<file path="src/hdl/pe_pkg.sv">
/* Processing element shared types */
`default_nettype none

package pe_pkg;

    localparam int DATA_W       = 8;    // ifmap and weight values
    localparam int PROD_W       = 16;   // Full product width
    localparam int PSUM_W       = 16;   // Partial sums wrap at this width
    localparam int NUM_FILTERS  = 4;
    localparam int FILTER_LEN   = 3;    // Taps per filter
    localparam int SECTION_LEN  = 4;    // Entries per section, lanes per packet
    localparam int NUM_SECTIONS = 3;
    localparam int SPAD_DEPTH   = 12;   // NUM_SECTIONS * SECTION_LEN
    localparam int OFMAP_LEN    = 14;   // Stride 1 over 16 inputs

    typedef logic signed [DATA_W-1:0] data_t;

    // Filter packets carry {slot, row}
    typedef struct packed {
        logic [1:0] slot;
        logic [2:0] row;
    } filt_idx_t;

    // Same 5 bits, ifmap packets use the whole word as row
    typedef union packed {
        filt_idx_t  filt;
        logic [4:0] ifm;
    } pkt_idx_u;

    typedef struct packed {
        logic                    valid;
        pkt_idx_u                idx;
        data_t [SECTION_LEN-1:0] data;   // Lane 0 in the low bits
    } pe_packet_t;

    typedef struct packed {
        logic                     valid;
        logic [1:0]               filter_idx;
        logic signed [PSUM_W-1:0] psum;
    } psum_packet_t;

    // One issued multiply
    typedef struct packed {
        logic       valid;
        data_t      ifdata;
        data_t      weight;
        logic [1:0] filter_idx;
        logic       first_tap;   // Restart accumulator
        logic       last_tap;    // Result complete after this one
    } mac_op_t;

    typedef enum logic [1:0] {ST_IDLE, ST_RUN, ST_DRAIN} pe_state_e;

endpackage

`default_nettype wire

</file>
<file path="src/hdl/pe_ctrl.sv">
/* Run controller */
`default_nettype none

module pe_ctrl import pe_pkg::*; (
    input  wire  clk,
    input  wire  rst,
    input  wire  conv_continue,   // Start pulse from the array
    input  wire  last_issue,      // Final op leaves the counters
    input  wire  pipe_empty,
    input  wire  slots_empty,
    output logic run,
    output logic load_en,
    output logic clear,
    output logic conv_done
);

    pe_state_e state, state_n;

    always_comb begin
        state_n = state;
        case (state)
            ST_IDLE:  if (conv_continue) state_n = ST_RUN;
            ST_RUN:   if (last_issue) state_n = ST_DRAIN;
            ST_DRAIN: if (pipe_empty && slots_empty) state_n = ST_IDLE;   // All taken
            default:  state_n = ST_IDLE;
        endcase
    end

    always_ff @(posedge clk) begin
        if (rst) state <= ST_IDLE;
        else     state <= state_n;
    end

    assign clear     = (state == ST_IDLE) && conv_continue;   // One cycle, with the start
    assign run       = (state == ST_RUN);
    assign load_en   = (state == ST_IDLE);   // Filters only between runs
    assign conv_done = (state == ST_IDLE);

endmodule

`default_nettype wire

</file>
<file path="src/hdl/pe_counter.sv">
/* Convolution step counters */
`default_nettype none

module pe_counter import pe_pkg::*; (
    input  wire        clk,
    input  wire        rst,
    input  wire        clear,
    input  wire        run,
    input  wire        tap_ready,     // Window data present
    input  wire        accum_stall,   // Output slots backed up
    output logic       step,
    output logic [1:0] filter_idx,
    output logic [1:0] tap,
    output logic       first_tap,
    output logic       last_tap,
    output logic       window_adv,
    output logic       last_issue
);

    logic [3:0] pos;          // Output position 0..13
    logic       filt_wrap;

    assign step       = run && tap_ready && !accum_stall;
    assign filt_wrap  = (filter_idx == 2'(NUM_FILTERS - 1));
    assign first_tap  = (tap == 2'd0);
    assign last_tap   = (tap == 2'(FILTER_LEN - 1));
    assign window_adv = step && filt_wrap && last_tap;        // Slide by one input
    assign last_issue = window_adv && (pos == 4'(OFMAP_LEN - 1));

    // Filter fastest, then tap, then position
    always_ff @(posedge clk) begin
        if (rst || clear) begin
            filter_idx <= '0;
            tap        <= '0;
            pos        <= '0;
        end else if (step) begin
            filter_idx <= filt_wrap ? 2'd0 : filter_idx + 2'd1;
            if (filt_wrap) begin
                tap <= last_tap ? 2'd0 : tap + 2'd1;
                if (last_tap)
                    pos <= (pos == 4'(OFMAP_LEN - 1)) ? 4'd0 : pos + 4'd1;
            end
        end
    end

endmodule

`default_nettype wire

</file>
<file path="src/hdl/filter_spad.sv">
/* Filter scratch pad */
`default_nettype none

module filter_spad import pe_pkg::*; #(
    parameter int unsigned pe_row = 0
) (
    input  wire             clk,
    input  wire             rst,
    input  wire             load_en,
    input  wire pe_packet_t filter_packet,
    input  wire logic [1:0] filter_idx,
    input  wire logic [1:0] tap,
    output data_t           weight
);

    data_t [NUM_FILTERS-1:0][FILTER_LEN-1:0] weights;
    logic hit;

    // Filter view of the index, row must match ours
    assign hit = load_en && filter_packet.valid
              && (filter_packet.idx.filt.row == 3'(pe_row));

    always_ff @(posedge clk) begin
        if (rst)
            weights <= '0;
        else if (hit)
            for (int k = 0; k < FILTER_LEN; k++)   // Lane 3 unused
                weights[filter_packet.idx.filt.slot][k] <= filter_packet.data[k];
    end

    assign weight = weights[filter_idx][tap];   // Current filter and tap

endmodule

`default_nettype wire

</file>
<file path="src/hdl/ifmap_spad.sv">
/* Sectioned ifmap scratch pad */
`default_nettype none

module ifmap_spad import pe_pkg::*; #(
    parameter int unsigned pe_row = 0
) (
    input  wire             clk,
    input  wire             rst,
    input  wire             clear,
    input  wire             run,
    input  wire pe_packet_t ifmap_packet,
    input  wire             step,
    input  wire logic [1:0] tap,
    input  wire             window_adv,
    input  wire logic [1:0] filter_idx,
    output data_t           ifdata,
    output logic            tap_ready,
    output logic            full
);

    data_t ram [SPAD_DEPTH];
    logic [NUM_SECTIONS-1:0] sec_valid;   // Section holds unconsumed data
    logic [NUM_SECTIONS-1:0] free_mask;
    logic [NUM_SECTIONS-1:0] avail;       // Valid after this cycle's free
    logic [NUM_SECTIONS-1:0] wr_mask;
    logic [3:0] start_ptr, next_start, read_ptr;
    logic [4:0] read_sum;
    logic [1:0] wr_sec;                   // Next section to fill, 0 1 2 0
    logic       accept;

    ////////////////////////////////////////
    // Window pointers
    assign next_start = (start_ptr == 4'(SPAD_DEPTH - 1)) ? 4'd0 : start_ptr + 4'd1;
    assign read_sum   = start_ptr + tap;
    assign read_ptr   = (read_sum >= 5'(SPAD_DEPTH)) ? 4'(read_sum - 5'(SPAD_DEPTH))
                                                      : read_sum[3:0];
    assign ifdata     = ram[read_ptr];
    assign tap_ready  = sec_valid[read_ptr[3:2]];   // Stall on a hole

    // Old section done once filter 0 reads the next section's first entry
    always_comb begin
        free_mask = '0;
        if (step && filter_idx == 2'd0 && next_start[1:0] == 2'b00
            && read_ptr == next_start)
            free_mask[start_ptr[3:2]] = 1'b1;
    end

    ////////////////////////////////////////
    // Section fill
    assign avail  = sec_valid & ~free_mask;
    assign full   = &avail;                 // Freed section is open this cycle
    assign accept = run && ifmap_packet.valid && !full
                 && (ifmap_packet.idx.ifm == 5'(pe_row));

    always_comb begin
        wr_mask = '0;
        if (accept) wr_mask[wr_sec] = 1'b1;
    end

    always_ff @(posedge clk) begin
        if (rst || clear) begin
            sec_valid <= '0;
            start_ptr <= '0;
            wr_sec    <= '0;
        end else begin
            sec_valid <= avail | wr_mask;
            if (window_adv) start_ptr <= next_start;
            if (accept) wr_sec <= (wr_sec == 2'(NUM_SECTIONS - 1)) ? 2'd0 : wr_sec + 2'd1;
        end
    end

    always_ff @(posedge clk) begin
        if (accept)
            for (int i = 0; i < SECTION_LEN; i++)
                ram[wr_sec * SECTION_LEN + i] <= ifmap_packet.data[i];
    end

endmodule

`default_nettype wire

</file>
<file path="src/hdl/mac_pipe.sv">
/* Multiply-accumulate pipeline */
`default_nettype none

module mac_pipe import pe_pkg::*; (
    input  wire                       clk,
    input  wire                       rst,
    input  wire                       clear,
    input  wire                       step,
    input  wire data_t                ifdata,
    input  wire data_t                weight,
    input  wire logic [1:0]           filter_idx,
    input  wire                       first_tap,
    input  wire                       last_tap,
    input  wire                       accum_stall,   // Freezes every stage
    output logic                      result_valid,
    output logic [1:0]                result_filter,
    output logic signed [PSUM_W-1:0]  result,
    output logic                      pipe_empty
);

    typedef struct packed {
        logic                     valid;
        logic signed [PROD_W-1:0] prod;
        logic [1:0]               filter_idx;
        logic                     first_tap;
        logic                     last_tap;
    } prod_op_t;

    mac_op_t  op_q;                              // Multiply register
    prod_op_t mul_q;                             // Product register
    logic signed [PROD_W-1:0] prod;
    logic signed [PSUM_W-1:0] acc [NUM_FILTERS]; // One running sum per filter
    logic signed [PSUM_W-1:0] acc_base;

    assign prod     = op_q.ifdata * op_q.weight;
    assign acc_base = mul_q.first_tap ? '0 : acc[mul_q.filter_idx];

    always_ff @(posedge clk) begin
        if (!accum_stall) begin
            op_q  <= '{step, ifdata, weight, filter_idx, first_tap, last_tap};
            mul_q <= '{op_q.valid, prod, op_q.filter_idx, op_q.first_tap, op_q.last_tap};
            if (mul_q.valid) acc[mul_q.filter_idx] <= acc_base + mul_q.prod;
            result_valid  <= mul_q.valid && mul_q.last_tap;   // Total ready
            result_filter <= mul_q.filter_idx;
        end
        if (clear)
            for (int f = 0; f < NUM_FILTERS; f++) acc[f] <= '0;
        if (rst || clear) begin
            op_q.valid   <= 1'b0;
            mul_q.valid  <= 1'b0;
            result_valid <= 1'b0;
        end
    end

    assign result     = acc[result_filter];   // Held while stalled
    assign pipe_empty = !op_q.valid && !mul_q.valid && !result_valid;

endmodule

`default_nettype wire

</file>
<file path="src/hdl/psum_out_buf.sv">
/* Output slots and vertical accumulation */
`default_nettype none

module psum_out_buf import pe_pkg::*; (
    input  wire                      clk,
    input  wire                      rst,
    input  wire                      result_valid,
    input  wire logic [1:0]          result_filter,
    input  wire logic signed [PSUM_W-1:0] result,
    input  wire psum_packet_t        psum_in,       // From neighbour PE
    input  wire                      psum_ack_in,   // Downstream took psum_out
    output psum_packet_t             psum_out,
    output logic                     psum_ack_out,
    output logic                     accum_stall,
    output logic                     slots_empty
);

    logic signed [PSUM_W-1:0] slot_data [NUM_FILTERS];
    logic signed [PSUM_W-1:0] vsum;
    logic [NUM_FILTERS-1:0] slot_ready;    // Slot holds a result
    logic [NUM_FILTERS-1:0] ready_freed;   // After this cycle's ack
    logic [NUM_FILTERS-1:0] ready_n;
    logic slot_wr;

    // Take psum_in when our slot is filled and the output register can move
    assign psum_ack_out = psum_in.valid && slot_ready[psum_in.filter_idx]
                       && (!psum_out.valid || psum_ack_in);

    always_comb begin
        ready_freed = slot_ready;
        if (psum_ack_out) ready_freed[psum_in.filter_idx] = 1'b0;
        ready_n = ready_freed;
        if (slot_wr) ready_n[result_filter] = 1'b1;
    end

    assign accum_stall = result_valid && ready_freed[result_filter];   // Slot still busy
    assign slot_wr     = result_valid && !accum_stall;
    assign slots_empty = ~|slot_ready;
    assign vsum        = psum_in.psum + slot_data[psum_in.filter_idx];

    always_ff @(posedge clk) begin
        if (rst) slot_ready <= '0;
        else     slot_ready <= ready_n;
    end

    always_ff @(posedge clk) begin
        if (slot_wr) slot_data[result_filter] <= result;
    end

    ////////////////////////////////////////
    // Output register, stable until acked
    always_ff @(posedge clk) begin
        if (psum_ack_out) begin
            psum_out.filter_idx <= psum_in.filter_idx;
            psum_out.psum       <= vsum;
        end
        if (rst)               psum_out.valid <= 1'b0;
        else if (psum_ack_out) psum_out.valid <= 1'b1;   // Reload wins over ack
        else if (psum_ack_in)  psum_out.valid <= 1'b0;
    end

endmodule

`default_nettype wire

</file>
<file path="src/hdl/pe_top.sv">
/* Processing element top */
`default_nettype none

module pe_top import pe_pkg::*; #(
    parameter int unsigned pe_row = 0   // Array row, 0 to 7
) (
    input  wire                clk,
    input  wire                rst,
    input  wire pe_packet_t    filter_packet,
    input  wire pe_packet_t    ifmap_packet,
    input  wire psum_packet_t  psum_in,
    input  wire                psum_ack_in,
    input  wire                conv_continue,
    output psum_packet_t       psum_out,
    output logic               psum_ack_out,
    output logic               conv_done,
    output logic               full
);

    logic run, load_en, clear, last_issue, pipe_empty, slots_empty;
    logic step, first_tap, last_tap, window_adv, tap_ready, accum_stall;
    logic [1:0] filter_idx, tap, result_filter;
    logic result_valid;
    logic signed [PSUM_W-1:0] result;
    data_t weight, ifdata;

    pe_ctrl u_ctrl (
        .clk, .rst, .conv_continue, .last_issue, .pipe_empty, .slots_empty,
        .run, .load_en, .clear, .conv_done
    );

    pe_counter u_counter (
        .clk, .rst, .clear, .run, .tap_ready, .accum_stall,
        .step, .filter_idx, .tap, .first_tap, .last_tap, .window_adv, .last_issue
    );

    filter_spad #(.pe_row(pe_row)) u_filter_spad (
        .clk, .rst, .load_en, .filter_packet, .filter_idx, .tap, .weight
    );

    ifmap_spad #(.pe_row(pe_row)) u_ifmap_spad (
        .clk, .rst, .clear, .run, .ifmap_packet, .step, .tap, .window_adv,
        .filter_idx, .ifdata, .tap_ready, .full
    );

    mac_pipe u_mac_pipe (
        .clk, .rst, .clear, .step, .ifdata, .weight, .filter_idx, .first_tap,
        .last_tap, .accum_stall, .result_valid, .result_filter, .result, .pipe_empty
    );

    psum_out_buf u_psum_out_buf (
        .clk, .rst, .result_valid, .result_filter, .result, .psum_in, .psum_ack_in,
        .psum_out, .psum_ack_out, .accum_stall, .slots_empty
    );

endmodule

`default_nettype wire

</file>
<file path="config.mk">
export PLATFORM = sky130hd
export DESIGN_NAME = pe_top
export DESIGN_NICKNAME = d
export VERILOG_FILES = /design/src/hdl/pe_pkg.sv /design/src/hdl/pe_ctrl.sv /design/src/hdl/pe_counter.sv /design/src/hdl/filter_spad.sv /design/src/hdl/ifmap_spad.sv /design/src/hdl/mac_pipe.sv /design/src/hdl/psum_out_buf.sv /design/src/hdl/pe_top.sv
export SDC_FILE = /design/constraint.sdc
export NUM_CORES = 1
export LEC_CHECK = 0
export ABC_AREA = 1
export BUFFER_PORTS_ARGS = -buffer_cell sky130_fd_sc_hd__buf_2
export CAP_MARGIN = 10
export CORE_UTILIZATION = 25
export DETAILED_ROUTE_END_ITERATION = 12
export HOLD_SLACK_MARGIN = 0.15
export PLACE_DENSITY_LB_ADDON = 0.05
export SLEW_MARGIN = 20
export SYNTH_ARGS = -nofsm -noshare
export SYNTH_HDL_FRONTEND = slang
export SYNTH_SLANG_ARGS = --single-unit
</file>
<file path="constraint.sdc">
create_clock -name clk -period 5 [get_ports clk]
set_clock_uncertainty 0.15 [all_clocks]
set_input_delay 0.25 -clock clk [delete_from_list [all_inputs] [get_ports clk]]
set_output_delay 0.25 -clock clk [all_outputs]
set_load 0.01 [all_outputs]
</file>
# After elaboration in Yosys (flattened, before gate mapping)
# Memories as Yosys holds them, arrays and structs flattened. A register that Yosys moved wholly into a read port is not among the register bits.
# Index checks and enable logic that the tools add are counted.
[word_totals] regBits=175 latch_bits=0 ramBits=224 mem_bits_ro=0 inputBits=99 out_inout_bits=22 wordCells=186 mem_count=3
[classes] n_addsub=12 multipliers=1 div=0 n_lt_le_gt_ge=14 n_eq_ne=11 n_shift=0 n_mux=55 n_bitwise=6 reduce_logical=49
[memory_table] name="u_ifmap_spad.ram" depth=12 width=8 rd=1 rd_ports_with_merged_regs=1 write_ports=4 line="ifmap_spad.sv:21" source="data_t ram [SPAD_DEPTH];"
[memory_table] name="u_mac_pipe.acc" depth=4 width=16 rd=2 rd_ports_with_merged_regs=2 write_ports=5 line="mac_pipe.sv:32" source="logic signed [PSUM_W-1:0] acc [NUM_FILTERS];"
[memory_table] name="u_psum_out_buf.slot_data" depth=4 width=16 rd=1 rd_ports_with_merged_regs=0 write_ports=1 line="psum_out_buf.sv:18" source="logic signed [PSUM_W-1:0] slot_data [NUM_FILTERS];"
[ops] cell="$bwmux 96" count=3
[ops] cell="$demux 24 s2" count=3
[ops] cell="$bmux 24 s2" count=1
[ops] cell="$mux 24" count=2
[ops] cell="$add 16x16->16" count=2
[ops] cell="$mux 16" count=2
[ops] cell="$logic_and 1x1->1" count=27
[ops] cell="$lt 2x3->1 const B" count=8
[ops] cell="$mux 4" count=5
[ops] cell="$mux 1" count=18
[ops] cell="$bmux 8 s2" count=1
[ops] cell="$mul 8x8->16" count=1
[ops] cell="$mux 2" count=8
[ops] cell="$mux 8" count=2
[ops] cell="$add 4x1->4 const B" count=3
[ops] cell="$ge 2x1->1 const B" count=5
[ops] cell="$reduce_and 3->1" count=3
[ops] cell="$add 4x2->4 const B" count=2
[ops] cell="$demux 1 s2" count=4
[ops] cell="$eq 2x2->1 const B" count=4
[ops] cell="$eq 4x4->1 const B" count=2
[ops] cell="$logic_not 1->1" count=8
[ops] cell="$logic_not 2->1" count=4
[ops] cell="$add 2x1->2 const B" count=3
[ops] cell="22 further kinds" count=27

# Logic depth before layout (Yosys ltp)
# Gate-level depths: netlist of the first run.
[logic_depth] depth_word=24 mapped_depth=24 mapped_depth_nobuf=24

# By module
# Synthesis of the first run repeated with hierarchy kept, for this count alone.
[hier_totals] cells_unflattened=2737 hier_area_um2=22266.4
[by_module_without_submodules] mod="mac_pipe" n_inst=1 cells_per_inst=1178 area_each_um2=8629.5
[by_module_without_submodules] mod="filter_spad" n_inst=1 cells_per_inst=786 area_each_um2=4783.3
[by_module_without_submodules] mod="ifmap_spad" n_inst=1 cells_per_inst=384 area_each_um2=4455.5
[by_module_without_submodules] mod="psum_out_buf" n_inst=1 cells_per_inst=311 area_each_um2=3846.2
[by_module_without_submodules] mod="pe_counter" n_inst=1 cells_per_inst=63 area_each_um2=441.7
[by_module_without_submodules] mod="pe_ctrl" n_inst=1 cells_per_inst=15 area_each_um2=110.1

# Worst setup path after synthesis of the first run
# Ideal clock, no wire load.
[synth_path] path_kind="register to register" start="register u_mac_pipe.op_q[12] (netlist name)" end="register u_mac_pipe.mul_q[18] in the netlist's numbering, data pin" setup_ps=260 arrival_time_ps=4200 t_required_ps=4590 slack_ps=390 path_stages_with_launch=21 path_buffers=1 path_cell_list="edfxtp_1 > clkbuf_1 > or2_2 > fa_1 > fa_1 > inv_1 > fa_1 > inv_1 > fa_1 > inv_1 > ha_1 > nand2_1 > o21ai_0 > a21oi_1 > inv_1 > a21oi_1 > o21ai_0 > a21oi_1 > nor2_1 > nor2_1 > xor2_1"
[synth_via] elab_chain_cells=1
[synth_rtl] item="$mul 8x8->16" line="mac_pipe.sv:35" source="assign prod = op_q.ifdata * op_q.weight;"
[synth_rtl] item="net u_mac_pipe.prod[14]" line="mac_pipe.sv:31" source="logic signed [PROD_W-1:0] prod;"
[synth_rtl] item="to (signal assigned)" line="mac_pipe.sv:41" source="mul_q <= '{op_q.valid, prod, op_q.filter_idx, op_q.first_tap, op_q.last_tap};"
[synth_rtl] item="to (decl)" line="mac_pipe.sv:30" source="prod_op_t mul_q;"
# The timed path passes the listed nets, and every way through them passes these cells.
# A chain may end at the register's enable or synchronous reset.

# Worst setup path in the final report of the first run
[layout_path] start="register u_mac_pipe.op_q[6] in the netlist's numbering" end="register u_mac_pipe.mul_q[19] in the netlist's numbering, data pin"
[layout_via] elab_chain_cells=1
[layout_rtl] item="from (decl)" line="mac_pipe.sv:29" source="mac_op_t op_q;"
[layout_rtl] item="from (signal assigned)" line="mac_pipe.sv:40" source="op_q <= '{step, ifdata, weight, filter_idx, first_tap, last_tap};"
[layout_rtl] item="$mul 8x8->16" line="mac_pipe.sv:35"
[layout_rtl] item="net u_mac_pipe.prod[15]" line="mac_pipe.sv:31"
# The timed path passes the listed nets, and every way through them passes these cells.

==> flow_summary.yaml, run 1 <==
finish:
  multi_input_area_mm2: 0.00877
  drive_above_1_share: 0.109
  syn2layout_area_growth_pct: 21.2
  fillers: 8556
  final_common_cell: "nor2_1"
  layout_common_cells: "nor2_1 (332), nand2_1 (292), o21ai_0 (272)"
  final_core_util: 0.308
  nets: 2680
  regArea_mm2: 0.0104
yosys:
  async_flop_share: 0
  yosys_register_bits: 411
  yosysSeqAreaShare: 0.508
  yosys_warnings: 0
  ys_types: 53
  synth-edff-count: 220
  yosys_most_used_dff: "edfxtp_1"
  postSynthCellCount: 2269
  syn_avg_cell_area_um2: 9.05
  syn_area_mm2: 0.0205
  synth_nets: 2492
worst_setup_path:
  cp_cell_sequence: "nand2_1 > inv_1 > fa_1 > inv_1 > fa_1 > fa_1 > fa_1 > inv_1 > ha_1 > a21oi_1 > o21ai_0 > a21oi_2 > inv_1 > a21oi_1 > o21bai_1 > a21oi_1 > o21bai_1 > xor2_1"
  crit_type: "reg -> reg"
  crit_path_max_fanout: 7
  worst_setup_path_start_kind: "flop"
  reg2reg_depth: 18
  worst-path-stages: 18
  critPathRequiredTime_ns: 5.17
  critPathSlowestCell: "fa_1"
  max_stage_delay_ns: 0.56
  crit_path_end_kind: "flop"
  critical_path_buf_inv_count: 4
  path_delay_family: "adder cells"
  cp.arrival_ns: 4.90
clocking:
  tritoncts: "built"
  clk_path_buf_depth: 3
  cts.htree.levels: 2
  cts.sinks: 411
  path_clk_slew_ns: 0.06
  cts-root-buf: "clkbuf_16"
  cts_made_buffers: 52
  clock_latency_ns: 0.61
global_routing:
  track_usage: 0.147
  antenna_found_initial: 1
  grt_pass1_vias: 16200
  grt_max_degree: 55
  gr-total-overflow: 0
  grt_pass1_wl_mm: 95.1
sta:
  rsz0062_at_grt: "false"
  worst_pin_slew_ns: 1.07
  finalHoldViolCount: 0
  worst_slack_ns: 0.263
  final_max_slew_viol_count: 0
  maxSlewHeadroom: 0.284
  period_needed_ns: 4.74
  setup_viol: 0
  tns_ns: 0
  min_period_over_period: 0.947
  max_freq_mhz: 211
outcome:
  status: "finished, final reports clean"
die:
  die_w_um: 289
  rows: 104
  core_mm2: 0.0809
  initial_core_util: 0.254
  die_y_um: 289
  pin_count: 121
  dieArea_mm2: 0.0833
detailed_routing:
  drt-total-wl_mm: 61.2
  wl_met2_mm: 28.8
  met3_wirelength_mm: 2.17
  highest_layer: "met4"
  drt_pass1_iterations: 5
  route.layer.met1.wl_mm: 28.4
  drc_errors: 0
  vias_per_cell: 4.52
  num_vias: 16100
  drtIter0Drc: 874
  wl_per_cell_um: 17.2
  drtAntennaViolNets: 0
min_path:
  min_path_type: "in -> reg"
  worstHoldPathCells: 5
placement:
  hpwl_mm: 39.4
  gp_congestion: 0.749
  port_buffers: 112
  dp_slack_ns: 0.176
power_and_ir_drop:
  ir_drop_v: 0.000186
  leakage_nw: 10.1
  powerDensity_mw_per_mm2: 302
run:
  max_cap_violations: 0
-- worst reg2reg max path, cell delays in order, from the launching register on --
cell and delay, ns:
edfxtp_1 0.52, nand2_1 0.17, inv_1 0.10, fa_1 0.51, inv_1 0.05, fa_1 0.56, fa_1 0.43, fa_1 0.50
inv_1 0.04, ha_1 0.32, a21oi_1 0.16, o21ai_0 0.11, a21oi_2 0.16, inv_1 0.06, a21oi_1 0.14, o21bai_1 0.11
a21oi_1 0.14, o21bai_1 0.09, xor2_1 0.14
-- layer usage --
metal  vias to the layer above  GRT usage
met5                         -          0
met4                         0     0.0501
met3                       116     0.0223
met2                       264      0.246
met1                      7643      0.192
li1                       8067          -
-- sequential cells by signal (all words and copies together), names as in the netlist, named ones only --
name	cells
u_mac_pipe.result_valid	1
u_ifmap_spad.ram	96
u_mac_pipe.acc	64
u_mac_pipe.result_filter	2
u_counter.filter_idx	2
u_psum_out_buf.slot_data	64
u_ifmap_spad.sec_valid	3
u_filter_spad.weights	96
u_ctrl.state	2
u_psum_out_buf.slot_ready	4
u_ifmap_spad.wr_sec	2
u_psum_out_buf.psum_out	19
u_counter.pos	4
u_mac_pipe.mul_q	21
u_ifmap_spad.start_ptr	4
u_mac_pipe.op_q	21
u_counter.tap	2
-- final cells by class --
cell class | instances | share of cell area
timing repair buffer | 252 | 0.0756
antenna | 1 | 0.000100
multi-input combinational | 1504 | 0.352
clock inverter | 20 | 0.00487
inverter | 236 | 0.0358
sequential | 411 | 0.419
clock buffer | 76 | 0.0596
tap | 1060 | 0.0533
-- metrics by stage --
step                      cells  hold WS [ns]  total power, mW  area [um2]
final                      3560         0.207             7.51       24900
after detailed placement   3368         0.258             3.95       22300
after floorplan            2269         0.199             3.82       20500
after global routing       3560         0.202             7.82       24900
after global placement     3368         0.255             3.95       22300
after CTS                  3557         0.174             7.66       24900
-- Yosys cell counts, drive strengths merged (4+ instances only) --
cell	n	area, um2
a211oi	19	143
a21oi	204	1030
a22oi	26	195
a31oi	4	25.0
a32o	8	80.1
buf	16	110
clkbuf	102	383
dfxtp	191	3820
edfxtp	220	6610
fa	58	1160
ha	66	826
inv	234	883
nand2	297	1130
nand3	51	290
nand4	10	83.8
nor2	336	1280
nor3	17	85.1
o211ai	21	158
o21ai	275	1380
o22ai	40	250
or2	6	37.5
xnor2	21	203
xor2	28	245
-- power by group --
| part | internal [mW] | switching, mW |
|---|---|---|
| logic | 0.165 | 0.206 |
| clock network | 2.05 | 1.52 |
| registers | 3.56 | 0.00856 |
-- final timing paths --
| kind | slack, ns | from | endpoint |
|---|---|---|---|
| min | 0.21 | conv_continue | u_mac_pipe.acc[3][0]$_SDFFE_PP0P_ |
| max reg2reg | 0.26 | u_mac_pipe.op_q[6]$_DFFE_PN_ | u_mac_pipe.mul_q[19]$_DFFE_PN_ |
| max | 0.26 | u_mac_pipe.op_q[6]$_DFFE_PN_ | u_mac_pipe.mul_q[19]$_DFFE_PN_ |
| min reg2reg | 0.27 | u_mac_pipe.op_q[0]$_DFFE_PN_ | u_mac_pipe.mul_q[0]$_DFFE_PN_ |
-- logic make-up after synthesis --
| family | count (synthesis) | synth area share |
|---|---|---|
| AND/OR/NAND/NOR | 723 | 0.144 |
| AO/OA/AOI/OAI | 608 | 0.163 |
| flip-flops | 411 | 0.508 |
| buffers and inverters | 354 | 0.0674 |
| adder cells (fa/ha/maj) | 124 | 0.0967 |
| XOR/XNOR | 49 | 0.0218 |
-- what timing repair did --
item | CTS | global route
buffers inserted | 0 | 2
hold endpoints to repair | 222 | 0
hold buffers | 93 | 0
endpoints found under the setup margin | 0 | 2
resized for setup | 0 | 4
Power figures use the tool's default switching activity.
==> run 2, diff against run 1 <==
--- a/config.mk
+++ b/config.mk
@@ -7,7 +7,8 @@
 export LEC_CHECK = 0
 export ABC_AREA = 1
 export BUFFER_PORTS_ARGS = -buffer_cell sky130_fd_sc_hd__buf_2
-export CAP_MARGIN = 10
+export CAP_MARGIN = 20
+export CORE_MARGIN = 2
 export CORE_UTILIZATION = 25
 export DETAILED_ROUTE_END_ITERATION = 12
 export HOLD_SLACK_MARGIN = 0.15
==> run 2 against run 1 <==
Net effect:
- power up 1.5%
- design area is 0.24% higher
- wire length is 0.10% higher
- combinational power about the same
- worst setup slack improved by 0.054 ns
- largest cell class unchanged
- largest power group is now clock
==> flow_summary.yaml, run 2 (synthesis gave the netlist of run 1 again) <==
global_routing:
  grt_max_degree: 97
  grt_pass1_vias: 16100
  grt_pass1_wl_mm: 94.8
  antenna_found_initial: 1
  track_usage: 0.143
  gr-total-overflow: 0
finish:
  nets: 2680
  stdcell_count: 3570
  num_antenna_cells: 0
  fillers: 8694
  final_common_cell: "nor2_1"
  drive_above_1_share: 0.110
  reg_top3: "u_filter_spad.weights x96, u_ifmap_spad.ram x96"
  final_core_util: 0.305
  layout_common_cells: "nor2_1 (332), nand2_1 (292), o21ai_0 (272)"
  syn2layout_area_growth_pct: 21.5
  fin_area_mm2: 0.0250
sta:
  setup_viol: 0
  worst_slack_ns: 0.317
  worst_pin_slew_ns: 0.911
  min_period_over_period: 0.937
  tns_ns: 0
  final_max_slew_viol_count: 0
  period_needed_ns: 4.68
  rsz0062_at_grt: "false"
  maxSlewHeadroom: 0.391
  max_freq_mhz: 214
  finalHoldViolCount: 0
clocking:
  cts_made_buffers: 51
  clock_latency_ns: 0.63
  cts.htree.levels: 2
  path_clk_slew_ns: 0.06
  cts-root-buf: "clkbuf_16"
  tritoncts: "built"
  clk_path_buf_depth: 3
  cts.sinks: 411
worst_setup_path:
  reg2reg_depth: 18
  critPathSlowestCell: "fa_1"
  critical_path_buf_inv_count: 4
  critPathRequiredTime_ns: 5.17
  crit_path_max_fanout: 7
  cp_cell_sequence: "nand2_1 > inv_1 > fa_1 > inv_1 > fa_1 > fa_1 > fa_1 > inv_1 > ha_1 > a21oi_1 > o21ai_0 > a21oi_2 > inv_1 > a21oi_1 > o21bai_1 > a21oi_1 > o21bai_1 > xor2_1"
  worst-path-stages: 18
  path_delay_family: "adder cells"
  crit_path_end_kind: "flop"
  cp.arrival_ns: 4.85
  crit_type: "reg -> reg"
  max_stage_delay_ns: 0.56
  worst_setup_path_start_kind: "flop"
min_path:
  min_path_type: "in -> reg"
  worstHoldPathCells: 2
die:
  die_w_um: 291
  rows: 105
  pin_count: 121
  die_y_um: 291
  initial_core_util: 0.251
  dieArea_mm2: 0.0845
  core_mm2: 0.0817
detailed_routing:
  drt-total-wl_mm: 61.3
  num_vias: 16100
  met3_wirelength_mm: 2.26
  wl_met2_mm: 29.0
  route.layer.met1.wl_mm: 28.5
  vias_per_cell: 4.52
  drt_pass1_iterations: 5
  drc_errors: 0
  wl_per_cell_um: 17.2
  drtAntennaViolNets: 0
  drtIter0Drc: 873
  highest_layer: "met4"
power_and_ir_drop:
  ir_drop_v: 0.000271
  leakage_nw: 10.1
  powerDensity_mw_per_mm2: 306
placement:
  placedInstanceArea_mm2: 0.0224
  placed_cells: 3380
  port_buffers: 112
  hpwl_mm: 39.1
  dp_slack_ns: 0.185
  gp_congestion: 0.746
outcome:
  status: "finished, final reports clean"
run:
  max_cap_violations: 0
==> run 2: changes by cell type in the layout (fill, tap and decap cells not counted) <==
cell           change
inv_1              -1
clkinv_8           +1
clkbuf_8           -5
diode_2            -1
clkinv_1           +6
clkbuf_16          -3
bufinv_16          +5
inv_16             +1
buf_4              +3
dlygate4sd3_1      -2
clkinvlp_4         +1
clkinv_2           -2
clkbuf_1           -3
==> run 2: final timing paths <==
path | from | to | slack [ns]
hold / removal | ifmap_packet[18] | u_ifmap_spad.ram[10][2]$_DFFE_PP_ | 0.22
setup / recovery | u_mac_pipe.op_q[6]$_DFFE_PN_ | u_mac_pipe.mul_q[19]$_DFFE_PN_ | 0.32
setup reg to reg | u_mac_pipe.op_q[6]$_DFFE_PN_ | u_mac_pipe.mul_q[19]$_DFFE_PN_ | 0.32
hold reg to reg | u_mac_pipe.op_q[1]$_DFFE_PN_ | u_mac_pipe.mul_q[1]$_DFFE_PN_ | 0.26
==> run 2: per-stage QoR <==
stage	hold slack [ns]	power, mW
after detailed placement	0.257	3.95
after global placement	0.252	3.95
after CTS	0.174	7.79
after global routing	0.202	7.94
after floorplan	0.199	3.82
final	0.222	7.63
==> run 2: power breakdown <==
| group | switching (mW) | internal (mW) |
|---|---|---|
| Clock | 1.54 | 2.15 |
| Sequential | 0.00858 | 3.56 |
| Combinational | 0.207 | 0.166 |
==> run 2: area by class of cell <==
type                    count  area (um2)  area share
well taps                1070        1340      0.0536
multi-input cells        1504        8770       0.351
clock buffers              65        1330      0.0532
flip-flops and latches    411       10400       0.418
clock inverters            31         324      0.0130
inverters                 236         891      0.0357
repair buffers            253        1880      0.0755
==> run 2: timing repair <==
item,in CTS,in global routing
hold buffers,91,0
hold endpoints to repair,231,0
setup endpoints to repair,0,2
buffers inserted,0,3
gates resized for setup,0,3
==> run 2: routing by layer <==
| layer | GRT usage | vias up |
|---|---|---|
| li1 | - | 8055 |
| met1 | 0.187 | 7742 |
| met2 | 0.243 | 268 |
| met3 | 0.0216 | 78 |
| met4 | 0.0413 | 0 |
| met5 | 0 | - |
==> run 3, diff against run 2 <==
--- a/config.mk
+++ b/config.mk
@@ -10,6 +10,7 @@
 export CAP_MARGIN = 20
 export CORE_MARGIN = 2
 export CORE_UTILIZATION = 25
+export CTS_BUF_LIST = sky130_fd_sc_hd__clkbuf_4
 export DETAILED_ROUTE_END_ITERATION = 12
 export HOLD_SLACK_MARGIN = 0.15
 export PLACE_DENSITY_LB_ADDON = 0.05
==> run 3 against run 2 <==
Net effect:
- clock power shrank 6.3%
- critical path depth grew 3
- cell count grew 6.6%
- sequential cell count is the same
- power shrank 2.2%
- worst hold slack gained 0.029 ns
- clock-buffer cell count grew 123
- via count grew 5.7%
- critical path type unchanged
- critical endpoint is now u_mac_pipe.mul_q[18]$_DFFE_PN_
==> flow_summary.yaml, run 3 (synthesis gave the netlist of run 1 again) <==
outcome:
  status: "finished, final reports clean"
sta:
  maxSlewHeadroom: 0.386
  min_period_over_period: 0.944
  worst_pin_slew_ns: 0.920
  max_freq_mhz: 212
  period_needed_ns: 4.72
  tns_ns: 0
  final_max_slew_viol_count: 0
  setup_viol: 0
  rsz0062_at_grt: "true"
  finalHoldViolCount: 0
global_routing:
  grt_pass1_vias: 17400
  track_usage: 0.148
  gr-total-overflow: 0
  grt_pass1_wl_mm: 97.5
  antenna_found_initial: 3
  grt_max_degree: 97
worst_setup_path:
  critical_path_buf_inv_count: 6
  rr_endpoint: "u_mac_pipe.mul_q[18]$_DFFE_PN_"
  max_stage_delay_ns: 0.52
  cp.arrival_ns: 5.23
  crit_type: "reg -> reg"
  endpoint: "u_mac_pipe.mul_q[18]$_DFFE_PN_"
  path_delay_family: "adder cells"
  cp_cell_sequence: "nand2_1 > inv_1 > fa_1 > inv_1 > fa_1 > inv_1 > fa_1 > inv_1 > fa_1 > inv_1 > ha_1 > a21oi_1 > o21ai_1 > a21oi_1 > inv_1 > a21oi_1 > o21ai_0 > a21oi_1 > nor2_1 > nor2_1 > xor2_1"
  crit_path_max_fanout: 7
  critPathSlowestCell: "fa_1"
  r2r_start: "u_mac_pipe.op_q[18]$_DFFE_PN_"
  worst_setup_path_start_kind: "flop"
  worst-path-stages: 21
  reg2reg_depth: 21
  critical_path.startpoint: "u_mac_pipe.op_q[18]$_DFFE_PN_"
  path_common_cell: "inv_1"
  crit_path_end_kind: "flop"
  critPathRequiredTime_ns: 5.51
  r2r_slack_ns: 0.28
finish:
  reg_top3: "u_filter_spad.weights x96, u_ifmap_spad.ram x96"
  nets: 2857
  fin_area_mm2: 0.0260
  syn2layout_area_growth_pct: 26.5
  drive_above_1_share: 0.150
  fillers: 8766
  layout_common_cells: "nor2_1 (332), nand2_1 (292), o21ai_0 (272)"
  final_common_cell: "nor2_1"
clocking:
  clk_path_buf_depth: 3
  tritoncts: "built"
  cts.sinks: 411
  cts-root-buf: "clkbuf_4"
  cts.htree.levels: 4
  clock_latency_ns: 0.93
  cts_made_buffers: 130
  path_clk_slew_ns: 0.06
detailed_routing:
  num_vias: 17100
  wl_per_cell_um: 16.4
  vias_per_cell: 4.48
  drc_errors: 0
  drtAntennaViolNets: 0
  drt_pass1_iterations: 5
  drt-total-wl_mm: 62.4
  drtIter0Drc: 848
die:
  pin_count: 121
  dieArea_mm2: 0.0845
  core_mm2: 0.0817
  die_y_um: 291
  initial_core_util: 0.251
  rows: 105
  die_w_um: 291
placement:
  gp_congestion: 0.746
  hpwl_mm: 39.1
  placedInstanceArea_mm2: 0.0224
  port_buffers: 112
power_and_ir_drop:
  powerDensity_mw_per_mm2: 287
  leakage_nw: 10.7
  ir_drop_v: 0.000149
run:
  max_cap_violations: 0
min_path:
  min_path_type: "reg -> reg"
[run 3: report_power, final]
group	switching, mW	leakage [nW]	total [mW]	internal [mW]
combinational	0.216	6.06	0.434	0.218
clock	1.60	0.995	3.45	1.85
sequential	0.00856	3.66	3.57	3.56
[run 3: cell type report]
| type | count | area (um2) | share of cell area |
|---|---|---|---|
| Sequential cell | 411 | 10400 | 0.401 |
| Clock buffer | 188 | 1410 | 0.0543 |
| Antenna cell | 4 | 10.0 | 0.000385 |
| Tap cell | 1070 | 1340 | 0.0515 |
| Timing Repair Buffer | 351 | 2870 | 0.110 |
| Multi-Input combinational cell | 1504 | 8760 | 0.337 |
| Clock inverter | 41 | 274 | 0.0105 |
| Inverter | 236 | 891 | 0.0343 |
[run 3: how the worst min path moves through the flow]
stage / from / end / slack [ns] / depth (start not counted)
floorplan: ifmap_packet[0] / u_ifmap_spad.ram[0][0]$_DFFE_PP_ / 0.20 / 0
detailed placement: u_mac_pipe.op_q[0]$_DFFE_PN_ / u_mac_pipe.mul_q[0]$_DFFE_PN_ / 0.26 / 0
global route: ifmap_packet[37] / u_ifmap_spad.sec_valid[2]$_SDFF_PP0_ / 0.24 / 5
global placement: u_mac_pipe.op_q[0]$_DFFE_PN_ / u_mac_pipe.mul_q[0]$_DFFE_PN_ / 0.25 / 0
finish: u_mac_pipe.op_q[0]$_DFFE_PN_ / u_mac_pipe.mul_q[0]$_DFFE_PN_ / 0.25 / 0
CTS: ifmap_packet[37] / u_ifmap_spad.wr_sec[0]$_SDFFE_PP0P_ / 0.16 / 5
[run 3: per-layer routing]
layer	vias to the layer above	wire (um)	track usage
li1	8502	-	-
met1	8067	28500	0.185
met2	366	29400	0.247
met3	121	2760	0.0336
met4	0	1660	0.0557
met5	-	0	0
[run 3: per-stage QoR]
stage          instances  hold slack, ns  power, mW   util  setup slack (ns)
2_1_floorplan       2269           0.199       3.82      -             0.390
3_3_place_gp        3380           0.252       3.95  0.274             0.159
3_5_place_dp        3380           0.257       3.95  0.274             0.185
4_1_cts             3798           0.162       7.65  0.318             0.165
5_1_grt             3804           0.235       7.88  0.318           -0.0327
6_report            3805           0.251       7.46  0.318             0.278
[run 3: what timing repair did]
item | 4_1_cts | 5_1_grt
hold buffers | 189 | 0
gates resized for setup | 0 | 3
hold endpoints to repair | 440 | 0
buffers inserted | 0 | 3
endpoints found under the setup margin | 0 | 3
